## src/design/memPkg.sv

```systemverilog
`default_nettype none

package memPkg;

    localparam int LINE_BITS = 5;              // 32-byte lines.
    localparam int SET_BITS = 2;
    localparam int WAY_BITS = 2;
    localparam int TAG_BITS = 25;
    localparam int WORD_BITS = 3;              // Word offset inside a line.
    localparam int WORDS_PER_LINE = 8;
    localparam int NUM_SETS = 4;
    localparam int NUM_WAYS = 4;
    localparam int NUM_PORTS = 2;              // Load port, then store port.
    localparam int SRAM_WORDS = 128;
    localparam int SRAM_IDX_BITS = 7;
    localparam int LINE_IDX_BITS = WAY_BITS + SET_BITS;

    typedef struct packed {
        logic [TAG_BITS-1:0] tag;
        logic [SET_BITS-1:0] set;
        logic [WORD_BITS-1:0] word;
        logic [LINE_BITS-WORD_BITS-1:0] byteOff;
    } AddrFields;

    // Same 32-bit word, either raw or split into cache fields.
    typedef union packed {
        logic [31:0] raw;
        AddrFields f;
    } CacheAddr;

    typedef struct packed {
        logic valid;
        logic isLoad;
        logic isMmio;
        CacheAddr addr;
        logic [SRAM_IDX_BITS-1:0] sramIdx;     // {way, set, word}.
        logic [31:0] storeData;
    } MemOp;

    typedef enum logic [1:0] {
        XFER_NONE,
        XFER_FILL,
        XFER_WRITEBACK
    } XferCmd;

endpackage

`default_nettype wire

```

## src/design/memCtrlIf.sv

```systemverilog
`default_nettype none

interface memCtrlIf import memPkg::*; ();

    XferCmd cmd;                               // One-cycle pulse.
    CacheAddr lineAddr;                        // External line base.
    logic [LINE_IDX_BITS-1:0] sramLine;        // {way, set}.
    logic busy;

    modport controller (
        output cmd,
        output lineAddr,
        output sramLine,
        input busy
    );

    modport copier (
        input cmd,
        input lineAddr,
        input sramLine,
        output busy
    );

endinterface

`default_nettype wire

```

## src/design/lineCopier.sv

```systemverilog
`default_nettype none

module lineCopier import memPkg::*; (
    input wire logic clk,
    input wire logic rst,
    input wire logic [31:0] extRData,
    input wire logic [31:0] sramRData,
    output logic extRe,
    output logic extWe,
    output logic [31:0] extAddr,
    output logic [31:0] extWData,
    output logic sramWe,
    output logic [SRAM_IDX_BITS-1:0] sramIdx,
    output logic [31:0] sramWData,
    memCtrlIf.copier xfer
);

    logic busy;
    logic reading;                             // Word phase on the external bus.
    logic isFill;
    logic wrPend;                              // Fill word arriving this cycle.
    logic [WORD_BITS-1:0] cnt;
    logic [WORD_BITS-1:0] wrWord;
    CacheAddr lineQ;
    CacheAddr extAddrC;
    logic [LINE_IDX_BITS-1:0] lineIdxQ;
    logic start;
    logic lastWord;

    assign start = xfer.cmd != XFER_NONE;
    assign lastWord = cnt == WORD_BITS'(WORDS_PER_LINE - 1);

    always_ff @(posedge clk) begin
        if (rst) begin
            busy <= 1'b0;
            reading <= 1'b0;
            isFill <= 1'b0;
            wrPend <= 1'b0;
            cnt <= '0;
        end else begin
            wrPend <= reading && isFill;
            if (start) begin
                busy <= 1'b1;
                reading <= 1'b1;
                isFill <= xfer.cmd == XFER_FILL;
                cnt <= '0;
            end else if (reading) begin
                cnt <= cnt + 1'b1;
                if (lastWord) begin
                    reading <= 1'b0;
                    if (!isFill) begin
                        busy <= 1'b0;              // Write-back ends with the last write.
                    end
                end
            end
            if (wrPend && wrWord == WORD_BITS'(WORDS_PER_LINE - 1)) begin
                busy <= 1'b0;                      // Fill ends with the last SRAM write.
            end
        end
    end

    always_ff @(posedge clk) begin
        if (start) begin
            lineQ <= xfer.lineAddr;
            lineIdxQ <= xfer.sramLine;
        end
        wrWord <= cnt;
    end

    always_comb begin
        extAddrC = lineQ;
        extAddrC.f.word = cnt;
        extAddrC.f.byteOff = '0;
    end

    assign extRe = reading && isFill;
    assign extWe = reading && !isFill;
    assign extAddr = extAddrC.raw;
    assign extWData = sramRData;               // SRAM read is combinational.
    assign sramWe = wrPend;
    assign sramIdx = wrPend ? {lineIdxQ, wrWord} : {lineIdxQ, cnt};
    assign sramWData = extRData;
    assign xfer.busy = busy;

    extExclusive: assert property (@(posedge clk) disable iff (rst)
        !(extRe && extWe))
        else $error("External read and write together.");

endmodule

`default_nettype wire

```

## src/flat_wrapper.sv

```systemverilog
// flat-port wrapper written by rule: the top's interface ports become plain ports
module lineCopier_flat import memPkg::*;
  (clk, rst, extRData, sramRData, extRe, extWe, extAddr, extWData, sramWe, sramIdx, sramWData, xfer_cmd, xfer_lineAddr, xfer_sramLine, xfer_busy);
  memCtrlIf xfer_i ();
  input wire logic clk;
  input wire logic rst;
  input wire logic [31:0] extRData;
  input wire logic [31:0] sramRData;
  output logic extRe;
  output logic extWe;
  output logic [31:0] extAddr;
  output logic [31:0] extWData;
  output logic sramWe;
  output logic [SRAM_IDX_BITS-1:0] sramIdx;
  output logic [31:0] sramWData;
  input wire logic [$bits(xfer_i.cmd)-1:0] xfer_cmd;
  input wire logic [$bits(xfer_i.lineAddr)-1:0] xfer_lineAddr;
  input wire logic [$bits(xfer_i.sramLine)-1:0] xfer_sramLine;
  output wire logic [$bits(xfer_i.busy)-1:0] xfer_busy;
  assign xfer_i.cmd = xfer_cmd;
  assign xfer_i.lineAddr = xfer_lineAddr;
  assign xfer_i.sramLine = xfer_sramLine;
  assign xfer_busy = xfer_i.busy;
  lineCopier u_core (.clk(clk), .rst(rst), .extRData(extRData), .sramRData(sramRData), .extRe(extRe), .extWe(extWe), .extAddr(extAddr), .extWData(extWData), .sramWe(sramWe), .sramIdx(sramIdx), .sramWData(sramWData), .xfer(xfer_i));
endmodule
```

## config.mk

```make
export PLATFORM = sky130hd
export DESIGN_NAME = lineCopier_flat
export DESIGN_NICKNAME = d
export VERILOG_FILES = /design/src/design/memPkg.sv /design/src/design/memCtrlIf.sv /design/src/design/lineCopier.sv /design/src/flat_wrapper.sv
export SDC_FILE = /design/constraint.sdc
export NUM_CORES = 1
export LEC_CHECK = 0
export ABC_AREA = 1
export BUFFER_PORTS_ARGS = -buffer_cell sky130_fd_sc_hd__buf_2
export CAP_MARGIN = 15
export CORE_UTILIZATION = 25
export CTS_BUF_LIST = sky130_fd_sc_hd__clkbuf_2 sky130_fd_sc_hd__clkbuf_4 sky130_fd_sc_hd__clkbuf_8
export DETAILED_ROUTE_END_ITERATION = 8
export GPL_TIMING_DRIVEN = 1
export PLACE_DENSITY = 0.72
export REMOVE_ABC_BUFFERS = 1
export SETUP_SLACK_MARGIN = 0.4
export SLEW_MARGIN = 20
export SYNTH_ARGS = -nofsm -noshare
export SYNTH_HDL_FRONTEND = slang
export SYNTH_SLANG_ARGS = --single-unit
```

## constraint.sdc

```tcl
create_clock -name clk -period 1.7 [get_ports clk]
set_input_delay 0.425 -clock clk [delete_from_list [all_inputs] [get_ports clk]]
set_output_delay 0.425 -clock clk [all_outputs]
set_load 0.05 [all_outputs]
```

---- Yosys cells after proc, flatten, opt, wreduce, memory -nomap -nowiden ----
Cells that the tools add are included.
operators by class
  reduce and logical (&&, ||, !) cells .... 10
  mux-type cells .......................... 8
  add/sub/neg operators ................... 1
  equality and inequality tests ........... 4
operator list
  operator             count
  $mux 1               7
  $eq 3x3->1 const B   2
  $reduce_bool 2->1    3
  $reduce_or 2->1      2
  $add 3x1->3 const B  1
  $logic_and 1x1->1    3
  $mux 3               1
  $reduce_and 3->1     1
  $eq 2x1->1 const B   1
  $ne 2x2->1 const B   1
  $logic_not 1->1      1
word-level totals
  word-level logic and storage cells ...... 31
  output and inout bits ................... 107
  input bits .............................. 104
  register bits ........................... 46

---- Depth between registers and ports, before layout ----
  word-level depth ........................ 4
  mapped depth ............................ 5
  mapped depth without buffers ............ 5

---- Worst setup path before layout ----
No wires, ideal clock.
  kind .................................... register to output
  start point ............................. register u_core.cnt[0]
  end point ............................... output sramIdx[0]
  arrival time ............................ 1.876 ns
  stages on the path, launching flop included .. 3
  setup slack ............................. -0.601 ns
  path buffers ............................ 0
  data required time ...................... 1.275 ns
  cells stage by stage .................... dfxtp_1 -> inv_1 -> o21ai_0
on the way
  cells in the longest elaborated chain, start to end .. 1
RTL lines
  element                 RTL line            text
  from (decl)             lineCopier.sv:22    logic [WORD_BITS-1:0] cnt;
  from (signal assigned)  lineCopier.sv:48    cnt <= cnt + 1'b1;
  $mux 3                  lineCopier.sv:81    assign sramIdx = wrPend ? {lineIdxQ, wrWord} : {lineIdxQ, cnt};
  to (decl)               flat_wrapper.sv:14  output logic [SRAM_IDX_BITS-1:0] sramIdx;
No other way between the ends.

---- Final worst setup path ----
  start point ............................. register u_core.wrPend (netlist: u_core.sramWe)
  end point ............................... output sramIdx[1]
on the way
  cells in the longest elaborated chain, start to end .. 1
RTL lines
  element                 RTL line          text
  from (decl)             lineCopier.sv:21  logic wrPend;
  from (signal assigned)  lineCopier.sv:41  wrPend <= reading && isFill;
  $mux 3                  lineCopier.sv:81
No other way between the ends.

==> impl_metrics.env <==
export IMPL_insertion_delay_ps=290
export IMPL_whs_ps=297
export IMPL_n_antenna_cell=0
export IMPL_route_detailed_drc=0
export IMPL_ys_seq_elements=41
export IMPL_yosys_warnings=0
export IMPL_fp_row_count=30
export IMPL_io_buffers=75
export IMPL_cp_max_fo=4
export IMPL_clk_path_buf_depth=2
export IMPL_synth_area_per_cell_um2=12.6
export IMPL_clkSinkCount=41
export IMPL_skew_ps=1.51
export IMPL_grt_pass1_wl_um=9850
export IMPL_vias=1098
export IMPL_outcome="finished, final reports clean"
export IMPL_setup_viol=0
export IMPL_grt_max_degree=33
export IMPL_hold_path_class="input pin to register"
export IMPL_ys_seq_area_share_pct=62.5
export IMPL_drt_antenna_violating_nets=0
export IMPL_drv_slew=0
export IMPL_place_gp_congestion=0.762
export IMPL_period_needed_ps=1540
export IMPL_synth_area_um2=1810
export IMPL_viasPerCell=4.19
export IMPL_end_kind="output port"
export IMPL_reg2reg_depth=6
export IMPL_cp_cell_sequence="mux2_4 > buf_8"
export IMPL_startpoint_type="register"
export IMPL_synth_cell_types=15
export IMPL_p_per_area_nw_per_um2=1110
export IMPL_placed_area_um2=1820
export IMPL_cts_tree="done"
export IMPL_grt_usage_pct=21.3
export IMPL_drt_first_pass_iters=4
export IMPL_path_depth=2
export IMPL_p_leak_nw=0.976
export IMPL_vdd_drop_max_v=0.000317
export IMPL_max_freq_mhz=648
export IMPL_overflow=0
export IMPL_dp_hpwl_um=7400
export IMPL_die_width_um=87.1
export IMPL_cp_slowest_cell="dfxtp_4"
export IMPL_min_path_cells=2
export IMPL_clock_root_buffer="clkbuf_8"
export IMPL_crit_path_start="u_core.sramWe"
export IMPL_dieArea_um2=7590
export IMPL_antenna_found_initial=0
export IMPL_hp_start="xfer_cmd[1]"
export IMPL_h_tree_depth=2
export IMPL_slowest_delay_ps=370
export IMPL_io_pins=211
export IMPL_first_iter_violations=35
export IMPL_synth_top_area_share_pct=51.4
export IMPL_area_growth_synth_to_final_pct=25.2
export IMPL_path_buf_inv=1
export IMPL_rsz0062_at_grt="yes"
export IMPL_yosys_top_cells_area="edfxtp_1 (51%), buf_4 (27%), dfxtp_1 (11%)"
export IMPL_drive_gt1_share_pct=61.4
export IMPL_reg2reg_from="u_core.cnt[0]"
export IMPL_wl_per_cell_um=31.8
export IMPL_grt_pass1_vias=1030
export IMPL_crit_family="flip-flops"
export IMPL_final_nets=271
export IMPL_cts_buffers=5
export IMPL_arrival_ps=1120
export IMPL_core_area_um2=6910
export IMPL_finalHoldViolCount=0
export IMPL_clkSlewWorstSetupHoldPaths_ps=70
export IMPL_start_util_pct=26.2
export IMPL_crit_type="register to output port"
export IMPL_die_h_um=87.1
export IMPL_period_share_pct=90.8
export IMPL_syn_inst=144
export IMPL_routed_wl_um=8320
export IMPL_finish_utilization_pct=32.8
export IMPL_yosys_area_top_type="edfxtp_1"
export IMPL_required_ps=1270
export IMPL_final_area_um2=2270
export IMPL_maxCapViolCount=0
==> kinds of logic after synthesis <==
logic type,synth area share [%]
buf+inv,28.6
flops,62.5
simple gates,4.42
compound gates,1.66
mux,1.24
fa+ha+maj,1.38
other cells,0.207
==> Yosys cell counts <==
cell,instances
buf_4,66
nor3_1,1
edfxtp_1,31
conb_1,1
nor2_1,6
o21ai_0,2
dfxtp_1,10
mux2_2,2
nor2_2,1
nand2_1,11
nand3_1,1
a21oi_1,4
inv_2,1
inv_1,5
ha_1,2
==> through the flow <==
| stage | setup slack [ps] | std cells | TNS [ps] | total power [mW] |
|---|---|---|---|---|
| after global placement | 329 | 251 | 0 | 1.62 |
| final | 156 | 262 | 0 | 2.51 |
| after CTS | 138 | 262 | 0 | 2.48 |
| after floorplan | -601 | 79 | -601 | 1.51 |
| after detailed placement | 319 | 251 | 0 | 1.63 |
| after global routing | 119 | 262 | 0 | 2.60 |
==> timing repair <==
item / in CTS / in global routing
hold buffers: 0 / 0
pin swaps: 2 / 0
setup buffers: 3 / 0
resized for setup: 68 / 46
endpoints found under the setup margin: 29 / 38
==> flip-flops by register name (all words and copies together), names as in the netlist <==
register	flops
u_core.wrWord	3
u_core.xfer.busy	1
u_core.isFill	1
u_core.lineQ	27
u_core.lineIdxQ	4
u_core.sramWe	1
u_core.cnt	3
u_core.reading	1
==> final timing paths <==
kind / endpoint / slack [ps]
max: sramIdx[1] / 160
min: u_core.isFill / 300
max reg2reg: u_core.xfer.busy / 530
min reg2reg: u_core.wrWord[1] / 400
==> metal layers <==
metal  up-vias  global-route usage, %  share of wire (%)
met5         -                   2.10                  0
met4         0                   4.02               0.82
met3        11                   34.9                 34
met2       170                   32.9                 47
met1       475                   11.6                 19
li1        442                      -                  -
==> cell type report <==
cell class / instances / area (µm²)
multi-input combinational: 32 / 194
tap: 96 / 120
timing repair buffer: 79 / 659
clock buffer: 7 / 90.1
sequential: 41 / 1150
fill: 718 / 4640
inverter: 6 / 27.5
clock inverter: 1 / 30.0
==> power breakdown <==
group | leakage (nW) | total, mW | internal [mW] | switching (mW)
Sequential | 0.401 | 1.20 | 1.16 | 0.0392
Clock | 0.0619 | 0.795 | 0.494 | 0.301
Combinational | 0.513 | 0.515 | 0.172 | 0.343
==> cell usage in the layout, fill, tap and decap left out, types with 2 or more instances in the layout <==
cell,Yosys,layout
a21oi_1,4,4
inv_4,0,2
inv_1,5,4
clkbuf_8,0,6
edfxtp_1,31,31
ha_1,2,2
buf_6,0,31
buf_4,66,8
dfxtp_2,0,3
buf_2,0,35
nand2_1,11,9
conb_1,1,2
nor2_1,6,5
dfxtp_4,0,3
buf_8,0,5
mux2_4,0,2
dfxtp_1,10,4
Power figures use the tool's default switching activity.
